**src/hw/pipeTypesPkg.sv**
```systemverilog
// pipeline records and bus types
`default_nettype none

package pipeTypesPkg;

    typedef enum logic [2:0] {
        ldNone,
        ldLb,
        ldLbu,
        ldLh,
        ldLhu,
        ldLw
    } loadKind;

    typedef enum logic [1:0] {
        stNone,
        stSb,
        stSh,
        stSw
    } storeKind;

    typedef enum logic [1:0] {
        copNone,
        copMfc0,
        copMtc0,
        copEret
    } cp0Op;

    // one instruction handed over by execute
    typedef struct packed {
        logic        valid;
        logic [31:0] pc;
        logic [31:0] aluOut;      // data address, or plain alu result
        logic [31:0] storeData;   // rt value, also the mtc0 source
        logic [4:0]  dst;
        logic        regWrite;
        logic [4:0]  cp0Sel;
        loadKind     loadKind;
        storeKind    storeKind;
        cp0Op        cp0Op;
        logic        inDelaySlot;
        logic        ovf;         // flags raised in execute
        logic        sys;
        logic        brk;
        logic        ri;
    } exeToMem;

    typedef struct packed {
        logic        valid;
        logic [4:0]  dst;
        logic        regWrite;
        logic [31:0] result;
    } memToWb;

    typedef struct packed {
        logic [31:0] paddr;
        logic        psel;
        logic        penable;
        logic        pwrite;
        logic [3:0]  pstrb;
        logic [31:0] pwdata;
    } apbReq;

    typedef struct packed {
        logic [31:0] prdata;
        logic        pready;
        logic        pslverr;
    } apbRsp;

    typedef struct packed {
        logic [31:0] paddr;
        logic        aligned;
        logic        adel;
        logic        ades;
    } dataAccess;

endpackage

`default_nettype wire

```
**src/hw/cp0DefsPkg.sv**
```systemverilog
// cp0 numbers, codes and vectors
`default_nettype none

package cp0DefsPkg;

    // register numbers as seen in the rd field of mfc0/mtc0
    localparam logic [4:0] cp0BadVAddr = 5'd8;
    localparam logic [4:0] cp0Status   = 5'd12;
    localparam logic [4:0] cp0Cause    = 5'd13;
    localparam logic [4:0] cp0Epc      = 5'd14;

    localparam logic [4:0] excInt  = 5'd0;
    localparam logic [4:0] excAdel = 5'd4;
    localparam logic [4:0] excAdes = 5'd5;
    localparam logic [4:0] excSys  = 5'd8;
    localparam logic [4:0] excBp   = 5'd9;
    localparam logic [4:0] excRi   = 5'd10;
    localparam logic [4:0] excOv   = 5'd12;

    localparam logic [31:0] vecBoot   = 32'hBFC0_0380;
    localparam logic [31:0] vecNormal = 32'h8000_0180;

    localparam logic [31:0] kseg0Base = 32'h8000_0000;
    localparam logic [31:0] kseg1Base = 32'hA000_0000;

    // status and cause bit positions
    localparam int statusIeBit  = 0;
    localparam int statusExlBit = 1;
    localparam int statusBevBit = 22;
    localparam int causeBdBit   = 31;

    localparam logic [31:0] statusReset = 32'h0040_0000;    // bev only

    // software writable bits: bev, im7..0, exl, ie / ip1..0
    localparam logic [31:0] statusWrMask = 32'h0040_FF03;
    localparam logic [31:0] causeWrMask  = 32'h0000_0300;

endpackage

`default_nettype wire

```
**src/hw/memPipeReg.sv**
```systemverilog
// execute to memory stage register
`default_nettype none

module memPipeReg (
    input  logic                  clk,
    input  logic                  rst,
    input  logic                  hold,
    input  logic                  flush,
    input  pipeTypesPkg::exeToMem exeIn,
    output pipeTypesPkg::exeToMem memInstr
);

    // flush wins over hold, a flushed slot becomes a bubble
    always_ff @(posedge clk) begin
        if (rst || flush) begin
            memInstr <= '0;
        end else if (!hold) begin
            memInstr <= exeIn;
        end
    end

endmodule

`default_nettype wire

```
**src/hw/addrTranslate.sv**
```systemverilog
// fixed segment mapping and alignment
`default_nettype none

module addrTranslate (
    input  pipeTypesPkg::exeToMem   memInstr,
    output pipeTypesPkg::dataAccess access
);
    import pipeTypesPkg::*;
    import cp0DefsPkg::*;

    logic [31:0] vaddr;
    logic        isLoad;
    logic        isStore;
    logic        isHalf;
    logic        isWord;
    logic        misaligned;

    assign vaddr   = memInstr.aluOut;
    assign isLoad  = memInstr.loadKind != ldNone;
    assign isStore = memInstr.storeKind != stNone;

    assign isHalf = memInstr.loadKind == ldLh || memInstr.loadKind == ldLhu
                    || memInstr.storeKind == stSh;
    assign isWord = memInstr.loadKind == ldLw || memInstr.storeKind == stSw;

    assign misaligned = (isHalf && vaddr[0]) || (isWord && vaddr[1:0] != 2'b00);

    always_comb begin
        case (vaddr[31:29])
            3'b100:  access.paddr = vaddr - kseg0Base;   // kseg0
            3'b101:  access.paddr = vaddr - kseg1Base;   // kseg1
            default: access.paddr = vaddr;               // kuseg, kseg2/3 unmapped here
        endcase
    end

    assign access.aligned = !misaligned;
    assign access.adel    = isLoad && misaligned;
    assign access.ades    = isStore && misaligned;

endmodule

`default_nettype wire

```
**src/hw/dataBusMaster.sv**
```systemverilog
// apb master for a single load or store
`default_nettype none

module dataBusMaster (
    input  logic                    clk,
    input  logic                    rst,
    input  pipeTypesPkg::exeToMem   memInstr,
    input  pipeTypesPkg::dataAccess access,
    input  logic                    kill,
    output pipeTypesPkg::apbReq     apbReq,
    input  pipeTypesPkg::apbRsp     apbRsp,
    output logic                    busy,
    output logic [31:0]             loadData
);
    import pipeTypesPkg::*;

    typedef enum logic [1:0] {
        busIdle,
        busSetup,
        busAccess,
        busDone
    } busState;

    busState     state;
    busState     phase;     // what the bus is doing this cycle
    logic        isLoad;
    logic        isStore;
    logic        start;
    logic [1:0]  offs;
    logic [7:0]  rdByte;
    logic [15:0] rdHalf;

    assign isLoad  = memInstr.loadKind != ldNone;
    assign isStore = memInstr.storeKind != stNone;
    assign start   = memInstr.valid && (isLoad || isStore) && access.aligned && !kill;
    assign offs    = access.paddr[1:0];

    // setup is the instruction's first cycle, done is the access cycle seeing pready
    always_comb begin
        phase = state;
        case (state)
            busIdle:   if (start) phase = busSetup;
            busAccess: if (apbRsp.pready) phase = busDone;
            default:   phase = busIdle;
        endcase
    end

    always_ff @(posedge clk) begin
        if (rst) begin
            state <= busIdle;
        end else if (phase == busSetup || phase == busAccess) begin
            state <= busAccess;
        end else begin
            state <= busIdle;
        end
    end

    assign busy = phase == busSetup || phase == busAccess;

    assign apbReq.psel    = phase != busIdle;
    assign apbReq.penable = phase == busAccess || phase == busDone;
    assign apbReq.paddr   = access.paddr;
    assign apbReq.pwrite  = isStore;

    always_comb begin
        apbReq.pstrb  = 4'b0000;    // reads carry no strobes
        apbReq.pwdata = memInstr.storeData;
        case (memInstr.storeKind)
            stSb: begin
                apbReq.pstrb  = 4'b0001 << offs;
                apbReq.pwdata = {4{memInstr.storeData[7:0]}};
            end
            stSh: begin
                apbReq.pstrb  = offs[1] ? 4'b1100 : 4'b0011;
                apbReq.pwdata = {2{memInstr.storeData[15:0]}};
            end
            stSw:    apbReq.pstrb = 4'b1111;
            default: apbReq.pstrb = 4'b0000;
        endcase
    end

    // lane select then extend
    always_comb begin
        case (offs)
            2'd0:    rdByte = apbRsp.prdata[7:0];
            2'd1:    rdByte = apbRsp.prdata[15:8];
            2'd2:    rdByte = apbRsp.prdata[23:16];
            default: rdByte = apbRsp.prdata[31:24];
        endcase
        rdHalf = offs[1] ? apbRsp.prdata[31:16] : apbRsp.prdata[15:0];

        case (memInstr.loadKind)
            ldLb:    loadData = {{24{rdByte[7]}}, rdByte};
            ldLbu:   loadData = {24'd0, rdByte};
            ldLh:    loadData = {{16{rdHalf[15]}}, rdHalf};
            ldLhu:   loadData = {16'd0, rdHalf};
            default: loadData = apbRsp.prdata;
        endcase
    end

endmodule

`default_nettype wire

```
**src/hw/exceptionUnit.sv**
```systemverilog
// exception priority and vector select
`default_nettype none

module exceptionUnit (
    input  pipeTypesPkg::exeToMem   memInstr,
    input  pipeTypesPkg::dataAccess access,
    input  logic                    complete,
    input  logic [31:0]             status,
    input  logic [31:0]             cause,
    input  logic [31:0]             epc,
    output logic                    takeExc,
    output logic [4:0]              excCode,
    output logic                    isEret,
    output logic                    flushException,
    output logic [31:0]             exceptionVector
);
    import pipeTypesPkg::*;
    import cp0DefsPkg::*;

    logic intPending;

    assign intPending = status[statusIeBit] && !status[statusExlBit]
                        && (cause[15:8] & status[15:8]) != 8'd0;

    always_comb begin
        takeExc = memInstr.valid;
        excCode = excInt;
        if (intPending)         excCode = excInt;
        else if (access.adel)   excCode = excAdel;
        else if (access.ades)   excCode = excAdes;
        else if (memInstr.ri)   excCode = excRi;
        else if (memInstr.ovf)  excCode = excOv;
        else if (memInstr.sys)  excCode = excSys;
        else if (memInstr.brk)  excCode = excBp;
        else                    takeExc = 1'b0;
    end

    // any exception outranks the eret itself
    assign isEret = memInstr.valid && memInstr.cp0Op == copEret && !takeExc;

    assign flushException = complete && (takeExc || isEret);

    always_comb begin
        if (isEret) begin
            exceptionVector = epc;
        end else if (status[statusBevBit]) begin
            exceptionVector = vecBoot;
        end else begin
            exceptionVector = vecNormal;
        end
    end

endmodule

`default_nettype wire

```
**src/hw/cp0Regs.sv**
```systemverilog
// cp0 subset: badvaddr, status, cause, epc
`default_nettype none

module cp0Regs (
    input  logic                  clk,
    input  logic                  rst,
    input  pipeTypesPkg::exeToMem memInstr,
    input  logic                  complete,
    input  logic                  takeExc,
    input  logic [4:0]            excCode,
    input  logic                  isEret,
    input  logic [5:0]            hwInt,
    output logic [31:0]           rdData,
    output logic [31:0]           status,
    output logic [31:0]           cause,
    output logic [31:0]           epc
);
    import pipeTypesPkg::*;
    import cp0DefsPkg::*;

    logic [31:0] badVAddr;
    logic        commitExc;
    logic        commitEret;
    logic        commitMtc0;
    logic        addrErr;
    logic [31:0] wrData;

    assign commitExc  = complete && takeExc;
    assign commitEret = complete && isEret;
    assign commitMtc0 = complete && !takeExc && memInstr.cp0Op == copMtc0;
    assign addrErr    = excCode == excAdel || excCode == excAdes;
    assign wrData     = memInstr.storeData;    // rt value from execute

    always_ff @(posedge clk) begin
        if (rst) begin
            status   <= statusReset;
            cause    <= '0;
            epc      <= '0;
            badVAddr <= '0;
        end else begin
            if (commitMtc0) begin
                case (memInstr.cp0Sel)
                    cp0Status: status <= (status & ~statusWrMask) | (wrData & statusWrMask);
                    cp0Cause:  cause <= (cause & ~causeWrMask) | (wrData & causeWrMask);
                    cp0Epc:    epc <= wrData;
                    default:   ;    // badvaddr is read only
                endcase
            end

            if (commitExc) begin
                epc                  <= memInstr.inDelaySlot ? memInstr.pc - 32'd4
                                                             : memInstr.pc;
                cause[causeBdBit]    <= memInstr.inDelaySlot;
                cause[6:2]           <= excCode;
                status[statusExlBit] <= 1'b1;
                if (addrErr) begin
                    badVAddr <= memInstr.aluOut;
                end
            end

            if (commitEret) begin
                status[statusExlBit] <= 1'b0;
            end

            cause[15:10] <= hwInt;    // ip7..2 follow the pins
        end
    end

    always_comb begin
        case (memInstr.cp0Sel)
            cp0BadVAddr: rdData = badVAddr;
            cp0Status:   rdData = status;
            cp0Cause:    rdData = cause;
            cp0Epc:      rdData = epc;
            default:     rdData = 32'd0;
        endcase
    end

endmodule

`default_nettype wire

```
**src/hw/memStageTop.sv**
```systemverilog
// mips32 memory stage top
`default_nettype none

module memStageTop (
    input  logic                  clk,
    input  logic                  rst,
    input  pipeTypesPkg::exeToMem exeIn,
    input  logic [5:0]            hwInt,
    output pipeTypesPkg::apbReq   apbReq,
    input  pipeTypesPkg::apbRsp   apbRsp,
    output pipeTypesPkg::memToWb  memOut,
    output logic                  memStall,
    output logic                  flushException,
    output logic [31:0]           exceptionVector,
    output logic [31:0]           epc
);
    import pipeTypesPkg::*;

    pipeTypesPkg::exeToMem   memInstr;
    pipeTypesPkg::dataAccess access;
    logic [31:0]             loadData;
    logic [31:0]             rdData;
    logic [31:0]             status;
    logic [31:0]             cause;
    logic [4:0]              excCode;
    logic                    takeExc;
    logic                    isEret;
    logic                    busy;
    logic                    complete;
    logic [31:0]             wbResult;

    assign memStall = busy;
    assign complete = memInstr.valid && !busy;    // last cycle of the instruction here

    memPipeReg uMemPipeReg (
        .clk      (clk),
        .rst      (rst),
        .hold     (memStall),
        .flush    (flushException),
        .exeIn    (exeIn),
        .memInstr (memInstr)
    );

    addrTranslate uAddrTranslate (
        .memInstr (memInstr),
        .access   (access)
    );

    dataBusMaster uDataBusMaster (
        .clk      (clk),
        .rst      (rst),
        .memInstr (memInstr),
        .access   (access),
        .kill     (takeExc),    // no transfer for a faulting instruction
        .apbReq   (apbReq),
        .apbRsp   (apbRsp),
        .busy     (busy),
        .loadData (loadData)
    );

    exceptionUnit uExceptionUnit (
        .memInstr        (memInstr),
        .access          (access),
        .complete        (complete),
        .status          (status),
        .cause           (cause),
        .epc             (epc),
        .takeExc         (takeExc),
        .excCode         (excCode),
        .isEret          (isEret),
        .flushException  (flushException),
        .exceptionVector (exceptionVector)
    );

    cp0Regs uCp0Regs (
        .clk      (clk),
        .rst      (rst),
        .memInstr (memInstr),
        .complete (complete),
        .takeExc  (takeExc),
        .excCode  (excCode),
        .isEret   (isEret),
        .hwInt    (hwInt),
        .rdData   (rdData),
        .status   (status),
        .cause    (cause),
        .epc      (epc)
    );

    always_comb begin
        if (memInstr.loadKind != ldNone) begin
            wbResult = loadData;
        end else if (memInstr.cp0Op == copMfc0) begin
            wbResult = rdData;
        end else begin
            wbResult = memInstr.aluOut;
        end
    end

    // writeback record, one cycle per completed instruction
    always_ff @(posedge clk) begin
        memOut.dst      <= memInstr.dst;
        memOut.regWrite <= memInstr.regWrite && !flushException;
        memOut.result   <= wbResult;
        if (rst) begin
            memOut.valid <= 1'b0;
        end else begin
            memOut.valid <= complete;
        end
    end

endmodule

`default_nettype wire

```
**config.mk**
```make
export PLATFORM = sky130hd
export DESIGN_NAME = memStageTop
export DESIGN_NICKNAME = d
export VERILOG_FILES = /design/src/hw/pipeTypesPkg.sv /design/src/hw/cp0DefsPkg.sv /design/src/hw/memPipeReg.sv /design/src/hw/addrTranslate.sv /design/src/hw/dataBusMaster.sv /design/src/hw/exceptionUnit.sv /design/src/hw/cp0Regs.sv /design/src/hw/memStageTop.sv
export SDC_FILE = /design/constraint.sdc
export NUM_CORES = 1
export LEC_CHECK = 0
export BUFFER_PORTS_ARGS = -buffer_cell sky130_fd_sc_hd__buf_4
export CAP_MARGIN = 0
export CORE_ASPECT_RATIO = 0.8
export CORE_MARGIN = 2
export CORE_UTILIZATION = 54
export DETAILED_ROUTE_END_ITERATION = 6
export PLACE_DENSITY = 0.93
export SKIP_CTS_REPAIR_TIMING = 1
export SLEW_MARGIN = 20
export SYNTH_ARGS = -nofsm -noshare
export SYNTH_HDL_FRONTEND = slang
export SYNTH_HIERARCHICAL = 1
export SYNTH_SLANG_ARGS = --single-unit
```
**constraint.sdc**
```tcl
create_clock -name clk -period 5.5 [get_ports clk]
set_input_delay 0.825 -clock clk [delete_from_list [all_inputs] [get_ports clk]]
set_output_delay 0.825 -clock clk [all_outputs]
set_load 0.1 [all_outputs]
```
==> summary.md, run 1 <==
| Metric | Value |
|---|---|
| Status | finished, violations left |
| Failing checks | DRC |
| FF-to-FF End | uCp0Regs/epc[30]$_SDFFE_PP0P_ |
| Initial Util | 0.547 |
| DR WL/cell | 21.5 um |
| Number of buffers created by CTS | 25 |
| Diode count | 0 |
| Antenna viol nets, final | 0 |
| H-tree depth | 1 |
| Crit path kind | flip-flop to output pin |
| 1st-iter DRT viols | 1564 |
| Maximum VDD drop | 0.682 mV |
| Number of antenna violations at the first check in global routing | 0 |
| Ys Warns | 6 |
| CP Capture Type | output pin |
| Die height | about 140 um |
| Syn Std Cell Area | between 10000 and 15000 um^2 |
| Final hold viol count | 0 |
| Fillers | 1789 |
| RSZ-0062 raised after global routing | no |
| Std-Cell Core Area | around 23000 um^2 |
| GP Congestion | 0.930 |
| Slew Limit Fails | 0 |
| Via/cell ratio | just under 6 |
| DR DRC count | 1 |
| Syn_nets | about 1.6k |
| Global Route Usage Sum | 0.315 |
| Clock buffer depth | 3 |
| Pin count of the biggest net entering global routing | 123 |
| IO buf count | 336 |
| Crit path arrival time | about 4.4 ns |
| DRT Pass-1 Iters | 7 |
| Fmax | 191 MHz |
| Rows | 50 |
| TritonCTS clock tree | yes |
| Register share of total power | 0.261 |
| Worst-margin pin slew | 1.01 ns |
| Critical Path Start | uMemPipeReg/memInstr[10]$_SDFFE_PP0N_ |
| Share of layout cells above drive strength 1 | 0.270 |
| Net Sw Power | between 5000 and 6000 uW |
| Vias | 11.7k |
| Crit share post-route | 0.953 |
| Min cycle time layout | 5.24 ns |
| R2r setup slk | 0.51 ns |
| CTS root buf | clkbuf_16 |
| Post-Syn Instances | 1425 |
| Reg2Reg Depth | 16 |
| Hold Path Class | flip-flop to flip-flop |
| Vias in the first global route | 10.6k |
| Layout Nets | about 1.8k |
| HPWL after DPL | ~30000 um |
| Final setup fails | 0 |
| Crit-path max FO | 13 |
| Clock Sinks | about 250 |
| Synth Area per Inst | about 9 um^2 |
| Die ar. | 24900 um^2 |
| Fin Setup TNS | 0 ns |
| End point of the critical path | flushException |
| Max Cap Viol | 0 |
| Reg-to-reg startpoint | uMemPipeReg/memInstr[10]$_SDFFE_PP0N_ |
| Pre-CTS setup slack | 0.704 ns |
| Final Skew | 0.0199 ns |
| Worst setup SP type | flip-flop |
| Global-route wire length before repair | 61000 um |
| Most frequent cells in the layout | 350 x buf_4, 247 x dfxtp_1, 189 x nor2_1, 159 x nand2_1, 156 x mux2i_1 |
| Gate power share | 0.582 |
| P_leak | approximately 0.0065 uW |
| I/O pin count | 338 |
| Routed WL | 42100 um |
| Layout area overhead | 21.3% |
| Worst-path clk slew | 0.06 ns |
| Switching share of power | 0.539 |
| Clk_lat worst skew | 0.54 ns |
| Slew HR | 0.325 |
| Commonest non-fill, non-tap cell in the layout | buf_4 |
| GR Overflow Total | 0 |
| CP required | 4.68 ns |
| Power per cell area | 696 nW/um^2 |
| Cell internal pwr | around 5000 uW |
| Clock power share | 0.157 |
| Worst setup margin | around 0.26 ns |
| Die Span X | 176 um |
worst max-delay path: stages, from the launching register on:
cell and delay (ns):
dfxtp_2 0.47, and3b_2 0.24, o21ai_0 0.24, a21oi_1 0.21, nor3_1 0.44, a21boi_0 0.27
nand3b_1 0.26, a311oi_1 0.30, a21oi_1 0.13, ha_4 0.27, nor2b_1 0.35, nand2_1 0.13
a31oi_2 0.23, buf_4 0.34
flip-flops by register name, indices dropped and copies added, names as in the netlist:
signal                count
uCp0Regs/status          11
memOut                   39
uCp0Regs/epc             32
uCp0Regs/badVAddr        32
uCp0Regs/cause           14
uDataBusMaster/state      1
uMemPipeReg/memInstr    120
stage by stage:
| step | std cells | total power [uW] | area [um^2] | utilization | hold WS, ns |
|---|---|---|---|---|---|
| final | 1960 | 10800 | 15500 | 0.663 | 0.353 |
| after global routing | 1960 | 11100 | 15500 | 0.663 | 0.363 |
| after CTS | 1958 | 10600 | 15400 | 0.661 | 0.354 |
| after detailed placement | 1915 | 8950 | 14600 | 0.627 | 0.347 |
| after global placement | 1915 | 8830 | 14600 | 0.627 | 0.335 |
| after floorplan | 1425 | 8150 | 12800 | - | 0.331 |
power groups by stage:
stage	combinational (uW)	sequential [uW]	clock, uW
CTS	6140	2790	1700
global placement	6020	2810	0
detailed placement	6110	2830	0
global route	6520	2850	1770
floorplan	4390	3760	0
finish	6280	2810	1690
worst min path at each step:
stage | from | cells after the start | slack, ns | end
after global routing | uMemPipeReg/memInstr[22]$_SDFFE_PP0N_ | 0 | 0.36 | memOut[37]$_DFF_P_
after floorplan | uMemPipeReg/memInstr[18]$_SDFFE_PP0N_ | 0 | 0.33 | memOut[33]$_DFF_P_
after global placement | uMemPipeReg/memInstr[18]$_SDFFE_PP0N_ | 0 | 0.34 | memOut[33]$_DFF_P_
after detailed placement | uMemPipeReg/memInstr[22]$_SDFFE_PP0N_ | 0 | 0.35 | memOut[37]$_DFF_P_
after CTS | uMemPipeReg/memInstr[22]$_SDFFE_PP0N_ | 0 | 0.35 | memOut[37]$_DFF_P_
final | uMemPipeReg/memInstr[22]$_SDFFE_PP0N_ | 0 | 0.35 | memOut[37]$_DFF_P_
area by class of cell:
cell class                 count  area (um^2)  share of cell area
clock buffer                  32          712              0.0460
inverter                      29          109             0.00703
multi-input combinational    973         6480               0.419
clock inverter                11         90.1             0.00582
tap                          312          390              0.0252
sequential                   249         4990               0.322
timing repair buffer         354         2710               0.175
metal layers:
metal,track usage,up-vias,share of wire,wire length [um]
li1,-,5324,-,-
met1,0.421,5522,0.41,17200
met2,0.510,703,0.46,19200
met3,0.0659,102,0.10,4380
met4,0.104,0,0.032,1360
met5,0,-,0,0
Note: power is estimated with default switching activity, not from simulation.
==> run 2: changes to the inputs <==
--- a/config.mk
+++ b/config.mk
@@ -12,6 +12,7 @@
 export CORE_UTILIZATION = 54
 export DETAILED_ROUTE_END_ITERATION = 6
 export PLACE_DENSITY = 0.93
+export RECOVER_POWER = 50
 export SKIP_CTS_REPAIR_TIMING = 1
 export SLEW_MARGIN = 20
 export SYNTH_ARGS = -nofsm -noshare
==> run 2 against run 1 <==
Compared with the run above:
- clock power barely moved
- largest cell class unchanged
- count of clock-buffer cells in the layout did not move
- die area unchanged
- the flow finishes with violations (capacitance limit, slew limit)
- non-clock buffer count stayed put
- global-route usage stayed put
- sequential power is essentially flat
- highest routed layer unchanged
- clock skew decreased by 0.0015 ns
- first-iteration DRC count is 4.3% higher
- via count is 0.54% higher
==> summary.md, run 2 (synthesized netlist as in run 1, its figures left out) <==
| Metric | Value |
|---|---|
| Routed WL | 42200 um |
| P_leak | 0.00588 uW |
| Max Cap Viol | 2 |
| Post-Place Cells | 1915 |
| Global Route Usage Sum | 0.315 |
| Rows | 50 |
| Share of layout cells above drive strength 1 | 0.180 |
| Commonest non-fill, non-tap cell in the layout | dfxtp_1 |
| Pin count of the biggest net entering global routing | between 100 and 150 |
| CTS root buf | clkbuf_16 |
| Min cycle time layout | 5.21 ns |
| Slew Limit Fails | 107 |
| Post-Place Cell Area | 14600 um^2 |
| Crit path arrival time | ~4.4 ns |
| Clock Sinks | between 200 and 250 |
| Final Skew | 0.0184 ns |
| Crit-path max FO | 19 |
| Final instance area | 14900 um^2 |
| TritonCTS clock tree | yes |
| Final hold viol count | 0 |
| Biggest register | uMemPipeReg/memInstr |
| Final setup fails | 0 |
| Crit path kind | flip-flop to output pin |
| Die ar. | 24900 um^2 |
| I/O pin count | 338 |
| Final core utilization | 0.637 |
| Std-Cell Core Area | 23300 um^2 |
| Fin cells | 1960 |
| Hold Path Class | flip-flop to flip-flop |
| CP Capture Type | output pin |
| Die Span X | 176 um |
| Global-route wire length before repair | 61000 um |
| End point of the critical path | exceptionVector[27] |
| Number of buffers created by CTS | 25 |
| Die height | roughly 140 um |
| 1st-iter DRT viols | 1631 |
| Clock buffer depth | 3 |
| Maximum VDD drop | 0.655 mV |
| GR Overflow Total | 0 |
| Power per cell area | 704 nW/um^2 |
| Highest Signal Layer | met4 |
| Worst setup SP type | flip-flop |
| Crit share post-route | 0.947 |
| DRT Pass-1 Iters | 6 |
| Fin Hold WS | 0.353 ns |
| Layout Nets | 1803 |
| Initial Util | 0.547 |
| Clk_lat worst skew | 0.54 ns |
| R2r setup slk | 0.45 ns |
| Slew HR | -1.80 |
| Largest regs | uMemPipeReg/memInstr x120, memOut x39 |
| Via/cell ratio | 5.98 |
| Met3 Wirelength | 4230 um |
| Vias | 11.7k |
| H-tree depth | 1 |
| Worst-path clk slew | 0.06 ns |
| DR WL/cell | 21.5 um |
| Critical Path Start | uMemPipeReg/memInstr[10]$_SDFFE_PP0N_ |
| Metal2 WL | approximately 19000 um |
| Fin Setup TNS | 0 ns |
| Diode count | 0 |
| RSZ-0062 raised after global routing | no |
| M1 WL | 17400 um |
| Most frequent cells in the layout | 247 x dfxtp_1, 189 x nor2_1, 184 x buf_4, 159 x nand2_1, 156 x mux2i_1 |
| IO buf count | 336 |
| Max reg flops | 120 |
| FF-to-FF End | uCp0Regs/epc[29]$_SDFFE_PP0P_ |
| Failing checks | capacitance limit, slew limit |
| Worst-margin pin slew | between 4 and 5 ns |
| DR DRC count | 0 |
| Vias in the first global route | 10.6k |
| Reg-to-reg startpoint | uMemPipeReg/memInstr[10]$_SDFFE_PP0N_ |
| GP Congestion | 0.930 |
| Layout area overhead | 16.4% |
| Reg2Reg Depth | 16 |
| Status | finished, violations left |
| CP required | 4.68 ns |
| Number of antenna violations at the first check in global routing | 0 |
| HPWL after DPL | 29800 um |
| Fmax | 192 MHz |
| Antenna viol nets, final | 0 |
## run 2: cell count changes in the layout (fill, tap and decap cells not counted), sizes merged
cell	change
clkbuf	+166
buf	-166
## run 2: worst min path at each step
stage / depth (start not counted) / to / startpoint / slack [ns]
after floorplan: 0 / memOut[33]$_DFF_P_ / uMemPipeReg/memInstr[18]$_SDFFE_PP0N_ / 0.33
after global placement: 0 / memOut[33]$_DFF_P_ / uMemPipeReg/memInstr[18]$_SDFFE_PP0N_ / 0.34
after detailed placement: 0 / memOut[37]$_DFF_P_ / uMemPipeReg/memInstr[22]$_SDFFE_PP0N_ / 0.35
after CTS: 0 / memOut[37]$_DFF_P_ / uMemPipeReg/memInstr[22]$_SDFFE_PP0N_ / 0.35
after global routing: 0 / memOut[37]$_DFF_P_ / uMemPipeReg/memInstr[22]$_SDFFE_PP0N_ / 0.36
final: 0 / memOut[37]$_DFF_P_ / uMemPipeReg/memInstr[22]$_SDFFE_PP0N_ / 0.35
## run 2: worst max-delay path: stages (launching register included)
cell,delay [ns]
dfxtp_2,0.47
and3b_2,0.24
o21ai_0,0.25
a21oi_1,0.21
nor2_1,0.24
nand4_1,0.13
nor3b_1,1.28
buf_6,0.31
mux2_1,0.33
clkbuf_2,0.37
## run 2: where the power goes
group          switching (uW)  internal (uW)  leakage (uW)
clock                     727            958      0.000403
sequential                545           2260       0.00205
combinational            4520           1440       0.00343
total                    5800           4660       0.00588
## run 2: cell type report
| cell class | count | area, um^2 |
|---|---|---|
| clock buffer | 32 | 712 |
| clock inverter | 11 | 90.1 |
| fill | 2003 | 8480 |
| inverter | 29 | 109 |
| multi-input combinational | 973 | 6450 |
| sequential | 249 | 4990 |
| tap | 312 | 390 |
| timing repair buffer | 354 | 2120 |
## run 2: through the flow
| step | worst slack, ns | power, uW |
|---|---|---|
| 2_1_floorplan | 0.455 | 8150 |
| 3_3_place_gp | 0.916 | 8830 |
| 3_5_place_dp | 0.704 | 8950 |
| 4_1_cts | 0.192 | 10600 |
| 5_1_grt | 0.0641 | 10800 |
| 6_report | 0.291 | 10500 |
## run 2: per-layer routing
layer  vias to the layer above  track usage
li1                       5324            -
met2                       731        0.510
met1                      5560        0.421
met4                         0        0.104
met3                        99       0.0659
met5                         -            0
==> run 3: changes to the inputs <==
--- a/config.mk
+++ b/config.mk
@@ -9,7 +9,8 @@
 export CAP_MARGIN = 0
 export CORE_ASPECT_RATIO = 0.8
 export CORE_MARGIN = 2
-export CORE_UTILIZATION = 54
+export CORE_UTILIZATION = 53
+export CTS_CLUSTER_DIAMETER = 80
 export DETAILED_ROUTE_END_ITERATION = 6
 export PLACE_DENSITY = 0.93
 export RECOVER_POWER = 50
@@ -17,5 +18,4 @@
 export SLEW_MARGIN = 20
 export SYNTH_ARGS = -nofsm -noshare
 export SYNTH_HDL_FRONTEND = slang
-export SYNTH_HIERARCHICAL = 1
 export SYNTH_SLANG_ARGS = --single-unit
==> constraint.sdc (replaced) <==
create_clock -name clk -period 5.5 [get_ports clk]
set_input_delay 0.55 -clock clk [delete_from_list [all_inputs] [get_ports clk]]
set_output_delay 0.55 -clock clk [all_outputs]
set_load 0.1 [all_outputs]
==> run 3 against run 2 <==
Compared with the run above:
- the flow still finishes with violations (capacitance limit, slew limit)
- highest routed layer unchanged
- clock skew down 0.0064 ns
- total power shrank 44%
- core utilization grew 1.7 points
- non-clock buffer count fell by 4
- cell count is 3.5% higher
- register-to-register slack better by 0.66 ns
- synthesized cell count is 4.8% higher
- synthesized area is 5.1% lower
- largest cell class unchanged
==> summary.md, run 3 <==
| Metric | Value |
|---|---|
| Register share of total power | 0.370 |
| Min cycle time layout | 4.42 ns |
| Post-synth EDFFs | 0 |
| Switching share of power | 0.425 |
| Clk_lat worst skew | 0.53 ns |
| Vias | roughly 13k |
| Worst-path clk slew | 0.06 ns |
| Pin count of the biggest net entering global routing | between 100 and 150 |
| Worst-margin pin slew | 3.07 ns |
| Most frequent cells in the layout | 248 x dfxtp_1, 229 x buf_4, 228 x nand2_1, 189 x a21oi_1, 136 x nand3_1 |
| Synth Area per Inst | 8.11 um^2 |
| Final setup fails | 0 |
| Async S/R FF share, synth | 0 |
| 1st-iter DRT viols | roughly 1.7k |
| H-tree depth | 1 |
| Biggest register | uMemPipeReg.memInstr |
| Most frequent cells after synthesis | 248 x dfxtp_1, 228 x nand2_1, 188 x a21oi_1, 136 x nand3_1, 110 x nor2_1 |
| Std-Cell Core Area | 22400 um^2 |
| CP Capture Type | output pin |
| Die Span X | 173 um |
| Routed WL | 43800 um |
| Fillers | 1929 |
| Max reg flops | 120 |
| Final hold viol count | 0 |
| Yosys reg bits | 248 |
| I/O pin count | 338 |
| Maximum VDD drop | 0.265 mV |
| Rows | 49 |
| GP Congestion | 0.938 |
| Via/cell ratio | 6.21 |
| Netlist cell types | 65 |
| Number of antenna violations at the first check in global routing | 2 |
| Net Sw Power | 2500 uW |
| Hold Path Class | input port to flip-flop |
| Seq/Total Area, Yosys | 0.410 |
| IO buf count | 336 |
| Crit path kind | flip-flop to output pin |
| Fmax | 226 MHz |
| Crit path arrival time | about 3.9 ns |
| Syn_nets | 1664 |
| Final Skew | between 0.01 and 0.015 ns |
| Slew HR | -1.04 |
| Syn Std Cell Area | 12100 um^2 |
| Commonest non-fill, non-tap cell in the layout | dfxtp_1 |
| TritonCTS clock tree | yes |
| Ys Warns | 0 |
| Yosys top cell area share | 0.410 |
| Gate power share | 0.334 |
| Number of buffers created by CTS | 25 |
| Clock buffer depth | 3 |
| Vias in the first global route | approximately 12k |
| Top-count cell post-synth | dfxtp_1 |
| Synth area leaders | dfxtp_1 41%, a21oi_1 7.8%, nand2_1 7.1% |
| Crit-path max FO | 24 |
| Layout area overhead | 21.1% |
| Global-route wire length before repair | 65500 um |
| Slew Limit Fails | 236 |
| Clock Sinks | 248 |
| Commonest register cell after synthesis | dfxtp_1 |
| Layout Nets | approximately 1.9k |
| CP required | 4.95 ns |
| Power per cell area | 402 nW/um^2 |
| Failing checks | capacitance limit, slew limit |
| Share of layout cells above drive strength 1 | 0.174 |
| Global Route Usage Sum | 0.345 |
| Status | finished, violations left |
| DRT Pass-1 Iters | 6 |
| CTS root buf | clkbuf_16 |
| Clock power share | 0.296 |
| Synth area leader | dfxtp_1 |
| Worst setup SP type | flip-flop |
| Post-Syn Instances | 1493 |
| DR DRC count | 0 |
| Max Cap Viol | 4 |
| P_leak | 0.00579 uW |
| Die ar. | 24100 um^2 |
| RSZ-0062 raised after global routing | no |
| Fin Setup TNS | 0 ns |
| Initial Util | 0.539 |
| Antenna viol nets, final | 0 |
| HPWL after DPL | 31300 um |
| Largest regs | uMemPipeReg.memInstr x120, memOut x39 |
| Final core utilization | 0.653 |
| Die height | 139 um |
| DR WL/cell | around 22 um |
| GR Overflow Total | 0 |
| Cell internal pwr | 3390 uW |
| Crit share post-route | 0.803 |
run 3: worst max-delay path: stages (launching register included):
cell,delay [ns]
dfxtp_1,0.59
nor3_1,0.71
nand2_1,0.25
a211oi_2,0.30
and2_1,0.63
nand2b_1,0.49
nand2_1,0.11
buf_4,0.26
run 3: logic make-up after synthesis:
logic type,count (synthesis),share of synthesized area
buf+inv,194,0.0787
simple gates,569,0.214
compound gates,372,0.201
fa+ha+maj,16,0.0151
mux,65,0.0601
flops,248,0.410
xor+xnor,29,0.0210
run 3: final timing paths:
path / slack [ns] / end / from / depth (start not counted)
setup reg to reg: 1.11 / uCp0Regs.badVAddr[5]$_SDFFE_PP0P_ / uMemPipeReg.memInstr[9]$_SDFFE_PP0N_ / 7
setup / recovery: 1.08 / exceptionVector[23] / uMemPipeReg.memInstr[9]$_SDFFE_PP0N_ / 7
hold reg to reg: 0.35 / memOut[35]$_DFF_P_ / uMemPipeReg.memInstr[20]$_SDFFE_PP0N_ / 0
hold / removal: 0.24 / uCp0Regs.cause[15]$_SDFF_PP0_ / hwInt[5] / 2
run 3: routing by layer:
layer  share of wire  vias to the layer above  GRT usage
li1                -                     5694          -
met1            0.40                     5950      0.455
met2            0.45                      824      0.550
met3            0.11                      126     0.0811
met4           0.044                        0      0.132
met5               0                        -          0
run 3: final cells by class:
type                       count  area, um^2  share of cell area
timing repair buffer         350        2180               0.148
clock buffer                  33         686              0.0468
inverter                      26         100             0.00683
clock inverter                13         156              0.0107
antenna                        1        2.50            0.000171
sequential                   248        4960               0.339
tap                          306         383              0.0261
multi-input combinational   1051        6190               0.422
run 3: through the flow:
stage	total power (uW)	hold WS, ns	instances	worst slack, ns	instance area (um^2)
floorplan	3730	0.331	1493	2.09	12100
global placement	4220	0.334	1981	1.84	14300
detailed placement	4250	0.336	1981	1.74	14300
CTS	5970	0.226	2027	1.19	15100
global route	6060	0.223	2028	0.837	14700
finish	5890	0.238	2028	1.08	14700
run 3: power groups by stage:
| stage | Clock, uW | Combinational, uW | Sequential [uW] |
|---|---|---|---|
| 2_1_floorplan | 0 | 1050 | 2690 |
| 3_3_place_gp | 0 | 2020 | 2210 |
| 3_5_place_dp | 0 | 2040 | 2210 |
| 4_1_cts | 1750 | 2040 | 2170 |
| 5_1_grt | 1830 | 2040 | 2190 |
| 6_report | 1750 | 1970 | 2180 |
